[src/common/dmem_pkg.sv]
package dmem_pkg;

  // memory geometry
  localparam int NUM_BANKS   = 4;
  localparam int BANK_WORDS  = 256;
  localparam int BANK_IDX_W  = 2;
  localparam int WORD_ADDR_W = 8;
  // bank index, word address and two offset bits
  localparam int BYTE_ADDR_W = 12;

  // access size encoding
  localparam logic [1:0] SIZE_BYTE = 2'd0;
  localparam logic [1:0] SIZE_HALF = 2'd1;
  localparam logic [1:0] SIZE_WORD = 2'd2;

  typedef logic [31:0]            word_t;
  typedef logic [BYTE_ADDR_W-1:0] byte_addr_t;
  typedef logic [WORD_ADDR_W-1:0] word_addr_t;
  typedef logic [BANK_IDX_W-1:0]  bank_idx_t;
  typedef logic [3:0]             be_t;
  typedef logic [1:0]             offset_t;
  typedef logic [1:0]             size_t;

endpackage

[src/common/load_info_if.sv]
// attributes of the request accepted in the previous cycle
interface load_info_if;

  logic               valid;
  logic               is_err;
  dmem_pkg::offset_t  offset;
  dmem_pkg::size_t    size;
  logic               sign;

  modport master (
    output valid,
    output is_err,
    output offset,
    output size,
    output sign
  );

  modport slave (
    input  valid,
    input  is_err,
    input  offset,
    input  size,
    input  sign
  );

endinterface

[src/load_align.sv]
module load_align (
  input  dmem_pkg::word_t  rdata_i,
  load_info_if.slave       info_i,
  output logic             rvalid_o,
  output dmem_pkg::word_t  rdata_o,
  output logic             err_o
);

  dmem_pkg::word_t shifted;
  dmem_pkg::word_t extended;

  // move the addressed lane down to bit 0
  assign shifted = rdata_i >> {info_i.offset, 3'b000};

  always_comb begin
    case (info_i.size)
      dmem_pkg::SIZE_BYTE: begin
        extended = {{24{info_i.sign & shifted[7]}}, shifted[7:0]};
      end
      dmem_pkg::SIZE_HALF: begin
        extended = {{16{info_i.sign & shifted[15]}}, shifted[15:0]};
      end
      default: begin
        extended = shifted;
      end
    endcase
  end

  assign rvalid_o = info_i.valid & ~info_i.is_err;
  assign err_o    = info_i.valid & info_i.is_err;

  // keep the bus quiet between responses
  assign rdata_o  = rvalid_o ? extended : '0;

endmodule
[src/flat_wrapper.sv]
// flat-port wrapper written by rule: the top's interface ports become plain ports
module load_align_flat 
  (rdata_i, rvalid_o, rdata_o, err_o, info_i_valid, info_i_is_err, info_i_offset, info_i_size, info_i_sign);
  load_info_if info_i_i ();
  input  dmem_pkg::word_t rdata_i;
  output logic rvalid_o;
  output dmem_pkg::word_t rdata_o;
  output logic err_o;
  input wire logic [$bits(info_i_i.valid)-1:0] info_i_valid;
  input wire logic [$bits(info_i_i.is_err)-1:0] info_i_is_err;
  input wire logic [$bits(info_i_i.offset)-1:0] info_i_offset;
  input wire logic [$bits(info_i_i.size)-1:0] info_i_size;
  input wire logic [$bits(info_i_i.sign)-1:0] info_i_sign;
  assign info_i_i.valid = info_i_valid;
  assign info_i_i.is_err = info_i_is_err;
  assign info_i_i.offset = info_i_offset;
  assign info_i_i.size = info_i_size;
  assign info_i_i.sign = info_i_sign;
  load_align u_core (.rdata_i(rdata_i), .info_i(info_i_i), .rvalid_o(rvalid_o), .rdata_o(rdata_o), .err_o(err_o));
endmodule
[config.mk]
export PLATFORM = sky130hd
export DESIGN_NAME = load_align_flat
export DESIGN_NICKNAME = d
export VERILOG_FILES = /design/src/common/dmem_pkg.sv /design/src/common/load_info_if.sv /design/src/load_align.sv /design/src/flat_wrapper.sv
export SDC_FILE = /design/constraint.sdc
export NUM_CORES = 1
export LEC_CHECK = 0
export ABC_CLOCK_PERIOD_IN_PS = 1350
export BUFFER_PORTS_ARGS = -buffer_cell sky130_fd_sc_hd__buf_2
export CAP_MARGIN = 30
export CELL_PAD_IN_SITES_DETAIL_PLACEMENT = 1
export CELL_PAD_IN_SITES_GLOBAL_PLACEMENT = 1
export CORE_MARGIN = 4
export CORE_UTILIZATION = 26
export DETAILED_ROUTE_END_ITERATION = 7
export PLACE_DENSITY_LB_ADDON = 0.1
export RECOVER_POWER = 100
export SETUP_SLACK_MARGIN = 0.02
export SYNTH_ARGS = -nofsm -noshare
export SYNTH_HDL_FRONTEND = slang
export SYNTH_SLANG_ARGS = --single-unit
[constraint.sdc]
create_clock -name vclk -period 1.35
set_input_delay 0.135 -clock vclk [all_inputs]
set_output_delay 0.135 -clock vclk [all_outputs]
set_load 0.05 [all_outputs]
==> results.sh, run 1 <==
export IMPL_status="did not finish"
export IMPL_stop_stage="4_1_cts"
export IMPL_stop_error="[ERROR DPL-0033] detailed placement checks failed during check placement."
export IMPL_synthSimpleGateAreaFrac=0.203
export IMPL_yosysTopAreaCellShare=0.137
export IMPL_post_cts_setup_buffers=4
export IMPL_synthMuxAreaShare=0.252
export IMPL_synth_top_family_by_area="compound AO/OA/AOI/OAI gates"
export IMPL_ys_warn_count=0
export IMPL_ys_top_cells_by_area="a211oi_1 14%, mux2i_1 11%, mux2_2 11%, o2bb2ai_1 9.6%, nor2b_1 7.6%"
export IMPL_netlist_area_sq_um=820
export IMPL_gp_congestion=0.812
export IMPL_rows=20
export IMPL_yosysSeqAreaShare=0
export IMPL_ys_types=26
export IMPL_die_y_um=64.1
export IMPL_syn_inst=109
export IMPL_synth_compound_area_share=0.452
export IMPL_synth_nets=148
export IMPL_avgSynthCellArea_sq_um=7.52
export IMPL_cts_resized_gates=90
export IMPL_io_buffers=73
export IMPL_dp_hpwl_um=3520
export IMPL_yosys_area_top_type="a211oi_1"
export IMPL_cts_hold_buf=0
export IMPL_synthXorXnorAreaFrac=0
export IMPL_die_w_um=64.1
export IMPL_synthAdderAreaFrac=0
export IMPL_initial_core_util=0.271
export IMPL_ios=73
-- cell families after synthesis --
| kind of cell | count (synthesis) |
|---|---|
| simple gates | 29 |
| compound gates | 49 |
| mux | 18 |
| buf+inv | 13 |
-- cell usage after synthesis, drive strengths merged --
cell and number:
and2 2, nor2 3, a21oi 7, a221oi 1
clkbuf 2, nand2 8, a221o 1, o2bb2ai 10
o22ai 8, mux2 8, a211oi 15, nand2b 3
nor2b 10, inv 2, a21boi 7, nand4bb 2
mux4 1, mux2i 9, and3b 1, buf 9
-- metrics by stage --
| step | utilization | setup slack, ns | std cells | hold slack (ns) | instance area, sq um |
|---|---|---|---|---|---|
| detailed placement | 0.625 | -0.457 | 249 | 0.728 | 1890 |
| global placement | 0.625 | -0.378 | 249 | 0.718 | 1890 |
| floorplan | - | -0.186 | 109 | 0.459 | 1280 |
==> inputs of run 2 (changes only) <==
--- a/config.mk
+++ b/config.mk
@@ -8,14 +8,11 @@
 export ABC_CLOCK_PERIOD_IN_PS = 1350
 export BUFFER_PORTS_ARGS = -buffer_cell sky130_fd_sc_hd__buf_2
 export CAP_MARGIN = 30
-export CELL_PAD_IN_SITES_DETAIL_PLACEMENT = 1
-export CELL_PAD_IN_SITES_GLOBAL_PLACEMENT = 1
-export CORE_MARGIN = 4
-export CORE_UTILIZATION = 26
+export CORE_AREA = 4 4 65 67
 export DETAILED_ROUTE_END_ITERATION = 7
-export PLACE_DENSITY_LB_ADDON = 0.1
+export DIE_AREA = 0 0 69 71
+export PLACE_DENSITY_LB_ADDON = 0.15
 export RECOVER_POWER = 100
-export SETUP_SLACK_MARGIN = 0.02
 export SYNTH_ARGS = -nofsm -noshare
 export SYNTH_HDL_FRONTEND = slang
 export SYNTH_SLANG_ARGS = --single-unit
==> run 2 against run 1 <==
  * The flow now finishes, with violations (setup timing)
  * Synthesized area did not move
  * Synthesized cell count unchanged
==> results.sh, run 2 <==
export IMPL_status="complete, but fails checks"
export IMPL_violations="setup timing"
export IMPL_slew_viol_final=0
export IMPL_cp_data_arrival_time_ns=1.35
export IMPL_crit_slowest_cell="a221o_2"
export IMPL_ios=73
export IMPL_core_area_sq_um=3630
export IMPL_final_util=0.656
export IMPL_ys_warn_count=0
export IMPL_initial_core_util=0.226
export IMPL_path_class="input pin to primary output"
export IMPL_ys_types=26
export IMPL_rows=22
export IMPL_slew_limit_headroom=0.597
export IMPL_tightest_slew_ns=0.606
export IMPL_yosysSeqAreaShare=0
export IMPL_rsz0062_at_grt="yes"
export IMPL_antenna_found_initial=0
export IMPL_grtUsageTotal=0.174
export IMPL_fin_ws_ns=-0.134
export IMPL_maxCapViolCount=0
export IMPL_synth_most_common_cell="a211oi_1"
export IMPL_first_global_vias=1466
export IMPL_synth_nets=148
export IMPL_fin_cells=256
export IMPL_fin_crit_sh=1.10
export IMPL_setup_worst_path_start_class="input pin"
export IMPL_end_kind="primary output"
export IMPL_cp_num_buf_inv=3
export IMPL_die_area_sq_um=4900
export IMPL_crit_path_frequent_cell="buf_12"
export IMPL_syn_inst=109
export IMPL_cpPeakStageDelay_ns=0.43
export IMPL_syn2layout_area_growth_pct=191
export IMPL_path_cells="buf_12 > nand2b_4 > a221o_2 > buf_12 > o22ai_4 > buf_6"
export IMPL_grt_pass1_wl_um=7200
export IMPL_drc=0
export IMPL_avgSynthCellArea_sq_um=7.52
export IMPL_grt_max_degree=12
export IMPL_finalPower_mw=0.917
export IMPL_n_fill_cell=303
export IMPL_cts_hold_buf=0
export IMPL_multiInputGateArea_sq_um=1360
export IMPL_firstDrtPassIters=4
export IMPL_seq_area_sq_um=0
export IMPL_yosys_area_top_type="a211oi_1"
export IMPL_leakagePower_nw=0.949
export IMPL_layout_common_cells="35 x buf_6, 34 x buf_2, 30 x buf_4"
export IMPL_final_nets=249
export IMPL_routedWlPerCell_um=17.4
export IMPL_grt_overflow_total=0
export IMPL_ys_top_cells_by_area="a211oi_1 14%, mux2i_1 11%, mux2_2 11%, o2bb2ai_1 9.6%, nor2b_1 7.6%"
export IMPL_cp_top_family="compound AO/OA/AOI/OAI gates"
export IMPL_viasPerCell=5.04
export IMPL_drive_gt1_frac=0.880
export IMPL_n_clock_buffer=0
export IMPL_die_y_um=71
export IMPL_dp_slack_ns=-0.432
export IMPL_ant_nets=0
export IMPL_hold_viol=0
export IMPL_power_density_nw_per_um2=385
export IMPL_routed_wl_um=4450
export IMPL_dp_cells=254
export IMPL_layout_commonest_cell="buf_6"
export IMPL_yosysTopAreaCellShare=0.137
export IMPL_io_buffers=73
export IMPL_netlist_area_sq_um=820
export IMPL_holdWs_ns=0.692
export IMPL_max_freq_mhz=674
export IMPL_gp_congestion=0.842
export IMPL_period_needed_ns=1.48
export IMPL_cp_required_ns=1.22
export IMPL_critPathMaxFanout=8
export IMPL_drtIter0Drc=18
export IMPL_setup_viol=28
export IMPL_synth_common_cells="15 x a211oi_1, 10 x nor2b_1, 9 x mux2i_1, 9 x o2bb2ai_1"
export IMPL_flops_and_latches=0
export IMPL_min_path_type="input pin to primary output"
export IMPL_diodes=0
export IMPL_dr_total_vias=1290
export IMPL_dp_hpwl_um=3500
export IMPL_final_area_sq_um=2380
export IMPL_die_w_um=69
export IMPL_placed_area_sq_um=1910
export IMPL_ir_drop_mv=0.184
export IMPL_setup_tns_ns=-2.11
## run 2: cell counts after synthesis
No cell type changed its count.
## run 2: cell type report
class              count  area share
inverters              2     0.00315
multi-input cells     96       0.569
well taps             48      0.0252
repair buffers       110       0.402
## run 2: timing repair
item | 4_1_cts | 5_1_grt
gates cloned | 1 | 0
pin swaps | 11 | 5
resized for setup | 105 | 14
endpoints found under the setup margin | 32 | 31
setup buffers | 1 | 0
## run 2: routing by layer
| metal | share of wire | global-route usage | up-vias |
|---|---|---|---|
| li1 | - | - | 623 |
| met3 | 0.038 | 0.0128 | 0 |
| met4 | 0 | 0.00217 | 0 |
| met5 | 0 | 0 | - |
| met2 | 0.54 | 0.341 | 40 |
| met1 | 0.42 | 0.219 | 627 |
## run 2: final timing paths
path	start	end	slack, ns	cells past startpoint
max	info_i_offset[0]	rdata_o[18]	-0.13	6
min	rdata_i[28]	rdata_o[28]	0.69	3
## run 2: logic make-up (layout without fill, tap and decap cells)
logic type	Yosys count	count (layout)	synth area share
AO/OA/AOI/OAI	49	49	0.452
buffers and inverters	13	112	0.0931
multiplexers	18	18	0.252
AND/OR/NAND/NOR	29	29	0.203
## run 2: report_power, final
group	switching, mW	total (mW)	internal, mW
Clock	0	0	0
Sequential	0	0	0
Combinational	0.514	0.917	0.403
## run 2: tightest hold or removal path, cell delays in order
cell and delay [ns]:
buf_2 0.14, o2bb2ai_4 0.14, buf_6 0.14
No activity file was read; power rests on OpenSTA's default activity.
