### src/common/dmem_pkg.sv
package dmem_pkg;

  // memory geometry
  localparam int NUM_BANKS   = 4;
  localparam int BANK_WORDS  = 256;
  localparam int BANK_IDX_W  = 2;
  localparam int WORD_ADDR_W = 8;
  // bank index, word address and two offset bits
  localparam int BYTE_ADDR_W = 12;

  // access size encoding
  localparam logic [1:0] SIZE_BYTE = 2'd0;
  localparam logic [1:0] SIZE_HALF = 2'd1;
  localparam logic [1:0] SIZE_WORD = 2'd2;

  typedef logic [31:0]            word_t;
  typedef logic [BYTE_ADDR_W-1:0] byte_addr_t;
  typedef logic [WORD_ADDR_W-1:0] word_addr_t;
  typedef logic [BANK_IDX_W-1:0]  bank_idx_t;
  typedef logic [3:0]             be_t;
  typedef logic [1:0]             offset_t;
  typedef logic [1:0]             size_t;

endpackage

### src/common/bank_req_if.sv
// decoded request into the bank array, one access per cycle with en high
interface bank_req_if;

  logic                  en;
  logic                  we;
  dmem_pkg::bank_idx_t   bank;
  dmem_pkg::word_addr_t  waddr;
  dmem_pkg::word_t       wdata;
  dmem_pkg::be_t         be;

  modport master (
    output en,
    output we,
    output bank,
    output waddr,
    output wdata,
    output be
  );

  modport slave (
    input  en,
    input  we,
    input  bank,
    input  waddr,
    input  wdata,
    input  be
  );

endinterface

### src/common/load_info_if.sv
// attributes of the request accepted in the previous cycle
interface load_info_if;

  logic               valid;
  logic               is_err;
  dmem_pkg::offset_t  offset;
  dmem_pkg::size_t    size;
  logic               sign;

  modport master (
    output valid,
    output is_err,
    output offset,
    output size,
    output sign
  );

  modport slave (
    input  valid,
    input  is_err,
    input  offset,
    input  size,
    input  sign
  );

endinterface

### src/dmem_decode.sv
module dmem_decode (
  input  logic                  clk_i,
  input  logic                  rstn_i,
  input  logic                  req_i,
  input  logic                  we_i,
  input  dmem_pkg::byte_addr_t  addr_i,
  input  dmem_pkg::size_t       size_i,
  input  logic                  sign_i,
  input  dmem_pkg::word_t       wdata_i,
  bank_req_if.master            bank_o,
  load_info_if.master           info_o
);

  dmem_pkg::offset_t offset;
  logic              misaligned;

  // address fields: bank | word | offset
  assign offset = addr_i[1:0];

  always_comb begin
    case (size_i)
      dmem_pkg::SIZE_BYTE: misaligned = 1'b0;
      dmem_pkg::SIZE_HALF: misaligned = offset[0];
      default:             misaligned = |offset;
    endcase
  end

  assign bank_o.en    = req_i & ~misaligned;
  assign bank_o.we    = we_i;
  assign bank_o.bank  = addr_i[dmem_pkg::BYTE_ADDR_W-1 -: dmem_pkg::BANK_IDX_W];
  assign bank_o.waddr = addr_i[dmem_pkg::WORD_ADDR_W+1:2];

  // byte enables and lane replication
  always_comb begin
    case (size_i)
      dmem_pkg::SIZE_BYTE: begin
        bank_o.be    = 4'b0001 << offset;
        bank_o.wdata = {4{wdata_i[7:0]}};
      end
      dmem_pkg::SIZE_HALF: begin
        bank_o.be    = 4'b0011 << offset;
        bank_o.wdata = {2{wdata_i[15:0]}};
      end
      default: begin
        bank_o.be    = 4'b1111;
        bank_o.wdata = wdata_i;
      end
    endcase
  end

  // load info for the result stage, a read or an error
  always_ff @(posedge clk_i or negedge rstn_i) begin
    if (!rstn_i) begin
      info_o.valid  <= 1'b0;
      info_o.is_err <= 1'b0;
      info_o.offset <= '0;
      info_o.size   <= '0;
      info_o.sign   <= 1'b0;
    end else begin
      info_o.valid  <= req_i & (~we_i | misaligned);
      info_o.is_err <= req_i & misaligned;
      info_o.offset <= offset;
      info_o.size   <= size_i;
      info_o.sign   <= sign_i;
    end
  end

endmodule

### src/flat_wrapper.sv
// flat-port wrapper written by rule: the top's interface ports become plain ports
module dmem_decode_flat 
  (clk_i, rstn_i, req_i, we_i, addr_i, size_i, sign_i, wdata_i, bank_o_en, bank_o_we, bank_o_bank, bank_o_waddr, bank_o_wdata, bank_o_be, info_o_valid, info_o_is_err, info_o_offset, info_o_size, info_o_sign);
  bank_req_if bank_o_i ();
  load_info_if info_o_i ();
  input  logic clk_i;
  input  logic rstn_i;
  input  logic req_i;
  input  logic we_i;
  input  dmem_pkg::byte_addr_t addr_i;
  input  dmem_pkg::size_t size_i;
  input  logic sign_i;
  input  dmem_pkg::word_t wdata_i;
  output wire logic [$bits(bank_o_i.en)-1:0] bank_o_en;
  output wire logic [$bits(bank_o_i.we)-1:0] bank_o_we;
  output wire logic [$bits(bank_o_i.bank)-1:0] bank_o_bank;
  output wire logic [$bits(bank_o_i.waddr)-1:0] bank_o_waddr;
  output wire logic [$bits(bank_o_i.wdata)-1:0] bank_o_wdata;
  output wire logic [$bits(bank_o_i.be)-1:0] bank_o_be;
  output wire logic [$bits(info_o_i.valid)-1:0] info_o_valid;
  output wire logic [$bits(info_o_i.is_err)-1:0] info_o_is_err;
  output wire logic [$bits(info_o_i.offset)-1:0] info_o_offset;
  output wire logic [$bits(info_o_i.size)-1:0] info_o_size;
  output wire logic [$bits(info_o_i.sign)-1:0] info_o_sign;
  assign bank_o_en = bank_o_i.en;
  assign bank_o_we = bank_o_i.we;
  assign bank_o_bank = bank_o_i.bank;
  assign bank_o_waddr = bank_o_i.waddr;
  assign bank_o_wdata = bank_o_i.wdata;
  assign bank_o_be = bank_o_i.be;
  assign info_o_valid = info_o_i.valid;
  assign info_o_is_err = info_o_i.is_err;
  assign info_o_offset = info_o_i.offset;
  assign info_o_size = info_o_i.size;
  assign info_o_sign = info_o_i.sign;
  dmem_decode u_core (.clk_i(clk_i), .rstn_i(rstn_i), .req_i(req_i), .we_i(we_i), .addr_i(addr_i), .size_i(size_i), .sign_i(sign_i), .wdata_i(wdata_i), .bank_o(bank_o_i), .info_o(info_o_i));
endmodule
### config.mk
export PLATFORM = sky130hd
export DESIGN_NAME = dmem_decode_flat
export DESIGN_NICKNAME = d
export VERILOG_FILES = /design/src/common/dmem_pkg.sv /design/src/common/bank_req_if.sv /design/src/common/load_info_if.sv /design/src/dmem_decode.sv /design/src/flat_wrapper.sv
export SDC_FILE = /design/constraint.sdc
export NUM_CORES = 1
export LEC_CHECK = 0
export ABC_CLOCK_PERIOD_IN_PS = 900
export BUFFER_PORTS_ARGS = -buffer_cell sky130_fd_sc_hd__buf_2
export CORE_MARGIN = 2
export CORE_UTILIZATION = 31
export CTS_CLUSTER_SIZE = 25
export DETAILED_ROUTE_END_ITERATION = 8
export PLACE_DENSITY = 0.85
export SYNTH_ARGS = -nofsm -noshare
export SYNTH_HDL_FRONTEND = slang
export SYNTH_SLANG_ARGS = --single-unit
### constraint.sdc
create_clock -name clk_i -period 0.9 [get_ports clk_i]
set_clock_uncertainty 0.2 [all_clocks]
set_input_delay 0 -clock clk_i [delete_from_list [all_inputs] [get_ports clk_i]]
set_output_delay 0 -clock clk_i [all_outputs]
set_load 0.05 [all_outputs]
# Yosys cells after proc, flatten, opt, wreduce, memory -nomap -nowiden
# Cells that the tools add are included.
# classes
eq_ne,1
n_shift,2
mux,3
bitwise,6
n_reduce_logical,2
# op_table
operator,count
32-bit one-hot mux with 2 select lines,1
4-bit one-hot mux with 2 select lines,1
"1-bit by 2-bit left shift with 4-bit output, first input constant",1
"2-bit by 2-bit left shift with 4-bit output, first input constant",1
1-bit bitwise AND,3
"2-bit by 1-bit == test with 1-bit output, second input constant",1
2-bit logical NOT,1
1-bit NOT,2
1-bit one-hot mux with 2 select lines,1
2-bit OR reduction,1
1-bit OR,1
# word_totals
regBits,7
input_bits,51
out_inout_bits,55
elab_cells,19

# Longest topological paths before layout
# Gate-level depths: netlist (run 1).
# logic_depth
depth_word,4
ltp_mapped,4
ltp_nobuf,2

# Worst setup path after synthesis (run 1)
# No wires, ideal clock.
# synth_path
kind,input to output
start,input size_i[0]
end,output bank_o_be[1]
arrival_time_ns,1.251
required_ns,0.700
path_slack_ns,-0.551
cell_stages,3
n_path_buf,1
path_cell_list,buf_8 > nor2_1 > o21ai_0
# synth_between
elab_chain_len,2
elab_cells_between_ends,3
classes_between,1 x eq/ne; 1 x mux; 1 x reduce/logical
# synth_lines
element,line,text
from (decl),flat_wrapper.sv:11,input dmem_pkg::size_t size_i;
2-bit by 1-bit == test with 1-bit output or 2-bit logical NOT (tied branches),dmem_decode.sv:35,case (size_i)
4-bit one-hot mux with 2 select lines *,dmem_decode.sv:35,
to (decl),flat_wrapper.sv:19,output wire logic [$bits(bank_o_i.be)-1:0] bank_o_be;
# Mark *: on every way between the ends. The rest lies on a longest branch, timed or not.

# Final worst setup path (run 1)
# layout_path
start,input addr_i[4]
end,output bank_o_waddr[2]
# layout_lines
element,line,text
from (decl),flat_wrapper.sv:10,input dmem_pkg::byte_addr_t addr_i;
to (decl),flat_wrapper.sv:17,output wire logic [$bits(bank_o_i.waddr)-1:0] bank_o_waddr;
# No word-level cell between the ends.

==> impl_metrics.toml, run 1 <==
[synth]
yosys-top-cells-count = "buf_4, mux2_2, nand2_1"
synth_nets = 136
synth.avg_cell_area_um2 = 9.141
yosysWarnings = 0
yosysMostFrequentCell = "buf_4"
synth_area_leaders = "mux2_2, dfrtp_1, buf_4, mux2i_1, o21ai_1"
syn-instance-count = 85
synthDistinctLibCells = 18
yosysTopAreaCell = "mux2_2"
synth-async-reset-ratio_pct = 100.0
synth_ff_type = "dfrtp_1"
synth_top_area_share_pct = 23.19
synth-seq-cells = 7
synth_edf_count = 0
seq_area_frac_synth_pct = 22.54
syn_area_um2 = 777.0

[worst_setup_path]
crit_required_ns = 0.70
arrival_ns = 0.85
cp_num_buf_inv = 1
max_stage_delay_ns = 0.85
cpMaxStageDelayCell = "dlygate4sd3_1"
critPathCapture = "bank_o_waddr[2]"
setup.worst_path.start_class = "primary input"
end_kind = "output pin"
crit_chain = "dlygate4sd3_1"
cp.depth = 1
crit_family = "buffers and inverters"
path_class = "primary input to output pin"
crit_fanout = 1
crit_path_start = "addr_i[4]"

[run_status]
violations = "hold timing, setup timing"
status = "finished, violations left"

[final_layout]
final_area_mm2 = 0.001775
area_growth_pct = 128.5
n_antenna_cell = 0
fin_nets = 226
final_layout_size_suffix_gt1_share_pct = 77.59
final_util_pct = 72.99

[place]
routabilityCongestion = 0.6603
port-buffer-count = 85
place_area_mm2 = 0.001246
dp_hpwl_um = 1952
dp_slack_ns = -0.2387

[clocking]
numCtsBuffers = 3
clock-root-buffer = "clkbuf_4"
cts_tree = "done"
cts.sinks = 7
cts.path.max_buffers = 2
h-tree-depth = 1

[global_route]
use_met2_pct = 40.65
antenna_found_initial = 0
top_usage_layer = "met2"
grt_max_degree = 9
grt-ovfl-total = 0
grt_pass1_vias = 1031
met3_usage_pct = 7.778
track_usage_pct = 21.23
grt_use_met1_pct = 21.56
grt_pass1_wl_um = 4526

[route]
drt-vias-per-instance = 4.868
avgRoutedWirePerCell_um = 14.95
drt-initial-drc-count = 8
route.vias.total = 993
drt_wl_total_um = 3050
ant_nets = 0
drtPass1Iterations = 4
drc_errors = 0

[die]
die_w_um = 54.07
start_util_pct = 31.94
pin_count = 106
coreArea_mm2 = 0.002432
die_area_mm2 = 0.002923
die_h_um = 54.07
core.rowCount = 18

[power]
p_leak_nw = 0.9239
ir_drop_mv = 1.099
p_per_area_mw_per_mm2 = 1137

[hold_path]
min_path_type = "primary input to output pin"
hold_depth = 0

[timing]
grt_setup_unrepaired = "true"
layout_min_cycle_time_ns = 1.048
finalSetupTns_ns = -1.752
holdWs_ns = -0.1999
worst_slack_ns = -0.1476
slew_violations = 0
post-route-period-util_pct = 116.4
max_clock_freq_mhz = 954.6
max-slew-margin-rel_pct = 66.94
hold_viol = 17
worst_pin_slew_ns = 0.4943
setup_violations = 26

[flow_run]
maxCapViolCount = 0
## worst min path at each step
stage                    start                 endpoint
global route         addr_i[5]          bank_o_waddr[3]
floorplan               rstn_i     u_core.info_o.is_err
finish              addr_i[10]           bank_o_bank[0]
detailed placement      rstn_i  u_core.info_o.offset[1]
CTS                 addr_i[10]           bank_o_bank[0]
global placement        rstn_i       u_core.info_o.sign
## area by class of cell
| cell class | instances | area [um^2] |
|---|---|---|
| multi-input cells | 53 | 565.5 |
| repair buffers | 108 | 963.4 |
| flip-flops and latches | 7 | 175.2 |
| well taps | 30 | 37.54 |
| fillers | 164 | 656.9 |
| clock buffers | 4 | 26.28 |
| inverters | 2 | 7.507 |
## routing by layer
layer / part of all wire (%) / vias up / wire, um
met1: 35 / 466 / 1059
li1: - / 453 / -
met3: 11 / 6 / 328
met5: 0 / - / 0
met2: 53 / 68 / 1626
met4: 1.2 / 0 / 36
## logic make-up after synthesis
group / after synthesis / share of synthesized area [%]
buffers and inverters: 25 / 24.31
AND/OR/NAND/NOR: 14 / 9.502
flip-flops: 7 / 22.54
AO/OA/AOI/OAI: 15 / 10.15
multiplexers: 24 / 33.49
## registers in the layout, indices dropped and copies added (netlist names)
name	cells
u_core.info_o.is_err	1
u_core.info_o.offset	2
u_core.info_o.sign	1
u_core.info_o.size	2
u_core.info_o.valid	1
## where the power goes
| part | switching [mW] | internal [mW] | total, mW |
|---|---|---|---|
| Clock | 0.113 | 0.169 | 0.282 |
| Combinational | 0.812 | 0.584 | 1.40 |
| Sequential | 0.00843 | 0.333 | 0.341 |
## metrics by stage
step	total power, mW	cells
final	2.019	204
after global routing	2.117	204
after CTS	1.978	203
after detailed placement	1.396	188
after global placement	1.387	188
after floorplan	1.256	85
## repair_timing
action	CTS	global route
endpoints found under the setup margin	36	36
hold buffers	8	2
resized for setup	106	10
hold endpoints to repair	24	19
setup buffers	3	0
pin swaps	6	2
gates cloned	0	0
## cells in the final DEF (no fill, tap or decap)
master,n
a21oi_1,1
a31oi_1,1
and3_4,1
buf_12,4
buf_2,47
buf_4,7
buf_6,28
buf_8,12
clkbuf_1,1
clkbuf_4,4
dfrtp_1,7
dlygate4sd3_1,8
dlymetal6s4s_1,1
inv_1,2
mux2_4,16
mux2i_1,4
mux2i_2,4
nand2_1,9
nand2_8,1
nand2b_4,1
nor2_1,1
nor2_8,1
o211ai_1,1
o21ai_0,1
o21ai_1,2
o21ai_2,7
o21ai_4,2
Power figures use the tool's default switching activity.
==> inputs of run 2 (changes only) <==
--- a/config.mk
+++ b/config.mk
@@ -5,12 +5,13 @@
 export SDC_FILE = /design/constraint.sdc
 export NUM_CORES = 1
 export LEC_CHECK = 0
-export ABC_CLOCK_PERIOD_IN_PS = 900
+export ABC_CLOCK_PERIOD_IN_PS = 1200
 export BUFFER_PORTS_ARGS = -buffer_cell sky130_fd_sc_hd__buf_2
 export CORE_MARGIN = 2
 export CORE_UTILIZATION = 31
 export CTS_CLUSTER_SIZE = 25
 export DETAILED_ROUTE_END_ITERATION = 8
+export HOLD_SLACK_MARGIN = 0.06
 export PLACE_DENSITY = 0.85
 export SYNTH_ARGS = -nofsm -noshare
 export SYNTH_HDL_FRONTEND = slang
==> constraint.sdc (replaced) <==
create_clock -name clk_i -period 1.2 [get_ports clk_i]
set_clock_uncertainty 0.2 [all_clocks]
set_input_delay 0 -clock clk_i [delete_from_list [all_inputs] [get_ports clk_i]]
set_output_delay 0 -clock clk_i [all_outputs]
set_load 0.05 [all_outputs]
==> impl_metrics.toml, run 2 (synthesis results as in run 1) <==
[timing]
grt_setup_unrepaired = "false"
hold_viol = 0
worst_pin_slew_ns = 0.5149
max-slew-margin-rel_pct = 65.56
slew_violations = 0
holdWs_ns = 0.1184
layout_min_cycle_time_ns = 1.148
setup_violations = 0
finalSetupTns_ns = 0
max_clock_freq_mhz = 871.0
post-route-period-util_pct = 95.67
worst_slack_ns = 0.05191

[final_layout]
fin_cells = 208
final_area_mm2 = 0.001380
mostFrequentLayoutCell = "buf_2"
area_growth_pct = 77.62
fill_cells = 219
fin_nets = 230
largest_registers = "u_core.info_o.offset (2), u_core.info_o.size (2)"
mostFrequentLayoutCells = "buf_2, dlygate4sd3_1, mux2_2"
n_antenna_cell = 0
final_layout_size_suffix_gt1_share_pct = 65.73
final_util_pct = 56.74

[route]
route.vias.total = 942
drt-initial-drc-count = 6
drt_wl_total_um = 2400
drtPass1Iterations = 2
ant_nets = 0
avgRoutedWirePerCell_um = 11.54
drc_errors = 0
drt-vias-per-instance = 4.529

[worst_setup_path]
arrival_ns = 0.95
cp_num_buf_inv = 2
end_kind = "output pin"
crit_required_ns = 1.00
crit_fanout = 8
crit_chain = "clkbuf_4 > nor2_8 > mux2_2 > buf_2"
max_stage_delay_ns = 0.36
path_class = "primary input to output pin"
cpMaxStageDelayCell = "mux2_2"
setup.worst_path.start_class = "primary input"
crit_family = "buffers and inverters"

[die]
core.rowCount = 18
die_w_um = 54.07
die_h_um = 54.07
pin_count = 106
coreArea_mm2 = 0.002432
die_area_mm2 = 0.002923
start_util_pct = 31.94

[place]
port-buffer-count = 85
place_area_mm2 = 0.001139
routabilityCongestion = 0.7382
dp_slack_ns = 0.04488
placed_cells = 183
dp_hpwl_um = 1723

[global_route]
track_usage_pct = 15.43
antenna_found_initial = 0
grt_max_degree = 14
grt_pass1_wl_um = 3325
grt_pass1_vias = 821
grt-ovfl-total = 0

[power]
ir_drop_mv = 0.6141
p_leak_nw = 0.7445
total_power_mw = 1.313
p_per_area_mw_per_mm2 = 951.3

[clocking]
numCtsBuffers = 3
cts.path.max_buffers = 2
h-tree-depth = 1
clock-root-buffer = "clkbuf_4"
cts_tree = "done"
cts.sinks = 7
cts_setup_buffers = 0

[hold_path]
min_path_type = "primary input to output pin"

[flow_run]
maxCapViolCount = 0

[run_status]
status = "finished clean"
run 2: path summary, 6_finish.rpt:
check / start / to / slack (ns) / depth (start not counted)
min: wdata_i[1] / bank_o_wdata[1] / 0.12 / 2
max in group asynchronous: rstn_i / u_core.info_o.offset[0] / 0.17 / 3
min in group asynchronous: rstn_i / u_core.info_o.size[0] / 0.48 / 3
max: size_i[1] / bank_o_wdata[15] / 0.05 / 4
run 2: per-layer routing:
| layer | GRT usage, % | wire, um | vias to the layer above |
|---|---|---|---|
| li1 | - | - | 466 |
| met3 | 1.667 | 312 | 2 |
| met1 | 16.25 | 903 | 402 |
| met5 | 0 | 0 | - |
| met2 | 30.49 | 1169 | 72 |
| met4 | 6.250 | 16 | 0 |
run 2: timing repair:
item,CTS,global route
setup endpoints to repair,0,11
hold endpoints to repair,24,7
hold buffers,21,1
resized for setup,0,3
run 2: area by class of cell:
type / instances / area [um^2] / share of cell area (%)
sequential: 7 / 175.2 / 12.69
inverter: 2 / 7.507 / 0.5440
tap: 30 / 37.54 / 2.720
timing repair buffer: 112 / 698.2 / 50.59
multi-input combinational: 53 / 435.4 / 31.55
clock buffer: 4 / 26.28 / 1.904
run 2: where the power goes:
group	internal [mW]	total, mW	switching [mW]
Combinational	0.256	0.862	0.606
Clock	0.126	0.197	0.0714
Sequential	0.250	0.254	0.00386
==> inputs of run 3 (changes only) <==
--- a/config.mk
+++ b/config.mk
@@ -7,12 +7,12 @@
 export LEC_CHECK = 0
 export ABC_CLOCK_PERIOD_IN_PS = 1200
 export BUFFER_PORTS_ARGS = -buffer_cell sky130_fd_sc_hd__buf_2
-export CORE_MARGIN = 2
+export CORE_MARGIN = 5
 export CORE_UTILIZATION = 31
 export CTS_CLUSTER_SIZE = 25
 export DETAILED_ROUTE_END_ITERATION = 8
 export HOLD_SLACK_MARGIN = 0.06
-export PLACE_DENSITY = 0.85
+export PLACE_DENSITY = 0.81
 export SYNTH_ARGS = -nofsm -noshare
 export SYNTH_HDL_FRONTEND = slang
 export SYNTH_SLANG_ARGS = --single-unit
==> impl_metrics.toml, run 3 (synthesis results as in run 1) <==
[worst_setup_path]
end_kind = "output pin"
crit_fanout = 24
path_class = "primary input to output pin"
arrival_ns = 0.94
setup.worst_path.start_class = "primary input"
crit_required_ns = 1.00

[timing]
setup_violations = 0
max_clock_freq_mhz = 875.4
worst_pin_slew_ns = 0.5261
worst_slack_ns = 0.05766
grt_setup_unrepaired = "false"
slew_violations = 0
hold_viol = 0
max-slew-margin-rel_pct = 64.81
layout_min_cycle_time_ns = 1.142
post-route-period-util_pct = 95.20

[final_layout]
fin_nets = 227
fill_cells = 227
mostFrequentLayoutCells = "buf_2, dlygate4sd3_1, mux2_2"
mostFrequentLayoutCell = "buf_2"
largest_registers = "u_core.info_o.offset (2), u_core.info_o.size (2)"
final_util_pct = 56.12
final_area_mm2 = 0.001365
final_layout_size_suffix_gt1_share_pct = 65.71
area_growth_pct = 75.68
n_antenna_cell = 0
fin_cells = 205

[power]
total_power_mw = 1.321
ir_drop_mv = 0.6268
p_per_area_mw_per_mm2 = 967.9
p_leak_nw = 0.7347

[die]
die_h_um = 60.07
coreArea_mm2 = 0.002432
start_util_pct = 31.94
pin_count = 106
die_area_mm2 = 0.003608
die_w_um = 60.07
core.rowCount = 18

[place]
dp_slack_ns = 0.04734
place_area_mm2 = 0.001136
placed_cells = 181
dp_hpwl_um = 2039
routabilityCongestion = 0.7660
port-buffer-count = 85

[route]
ant_nets = 0
drt_wl_total_um = 2781
drc_errors = 0
drt-vias-per-instance = 4.663
route.vias.total = 956
drtPass1Iterations = 4
avgRoutedWirePerCell_um = 13.57
drt-initial-drc-count = 18

[global_route]
grt_pass1_wl_um = 3912
grt-ovfl-total = 0
grt_max_degree = 25
antenna_found_initial = 0
track_usage_pct = 14.17
grt_pass1_vias = 899

[clocking]
cts.sinks = 7
cts.reportedPaths.clkPinSlew_ns = 0.05
cts_setup_buffers = 0
cts.path.max_buffers = 2
clock-root-buffer = "clkbuf_4"
cts_tree = "done"
numCtsBuffers = 3
h-tree-depth = 1

[hold_path]
hold_depth = 3
hp-start = "size_i[1]"
holdPathEnd = "u_core.info_o.size[1]"
min_path_type = "primary input to register"

[run_status]
status = "finished clean"

[flow_run]
maxCapViolCount = 0
[run 3: cell count changes in the layout (fill, tap and decap cells not counted), sizes merged]
cell | previous run | this run
buf | 89 | 88
clkbuf | 6 | 5
dlygate4sd3 | 21 | 20
[run 3: metrics by stage]
step,hold slack [ns],setup TNS [ns]
6_report,0.07917,0
5_1_grt,0.09305,0
4_1_cts,-0.2660,0
3_5_place_dp,-0.3652,0
3_3_place_gp,-0.3622,0
2_1_floorplan,-0.4956,-0.1237
[run 3: layout make-up]
cell class	instances	area (um^2)	share of cell area, %
repair buffers	109	683.2	50.05
multi-input cells	53	435.4	31.90
flip-flops and latches	7	175.2	12.83
well taps	30	37.54	2.750
clock buffers	4	26.28	1.925
inverters	2	7.507	0.5500
[run 3: where the power goes]
part / leakage, nW / switching [mW] / total (mW) / internal [mW]
clock: 0.0150 / 0.0798 / 0.206 / 0.126
sequential: 0.0833 / 0.00281 / 0.252 / 0.250
combinational: 0.636 / 0.610 / 0.863 / 0.253
[run 3: layer usage]
metal / vias up / part of all wire (%) / wire [um] / GRT usage (%)
li1: 454 / - / - / -
met1: 433 / 32 / 889 / 14.56
met2: 65 / 55 / 1526 / 28.40
met3: 4 / 12 / 344 / 2.592
met4: 0 / 0.72 / 20 / 3.797
met5: - / 0 / 0 / 0
[run 3: worst max path at each step]
stage,startpoint,end,depth (start not counted)
2_1_floorplan,size_i[1],bank_o_wdata[26],3
3_3_place_gp,size_i[0],bank_o_wdata[9],4
3_5_place_dp,size_i[0],bank_o_wdata[9],4
4_1_cts,rstn_i,u_core.info_o.sign,3
5_1_grt,size_i[1],bank_o_wdata[8],4
6_report,size_i[1],bank_o_wdata[19],4
[run 3: timing repair]
item,CTS,global route
endpoints found under the hold margin,23,11
resized for setup,0,2
endpoints found under the setup margin,0,9
hold buffers,17,4
[run 3: worst max-delay path: stages]
cell	delay [ns]
buf_2	0.18
buf_12	0.19
mux2_2	0.35
buf_2	0.21
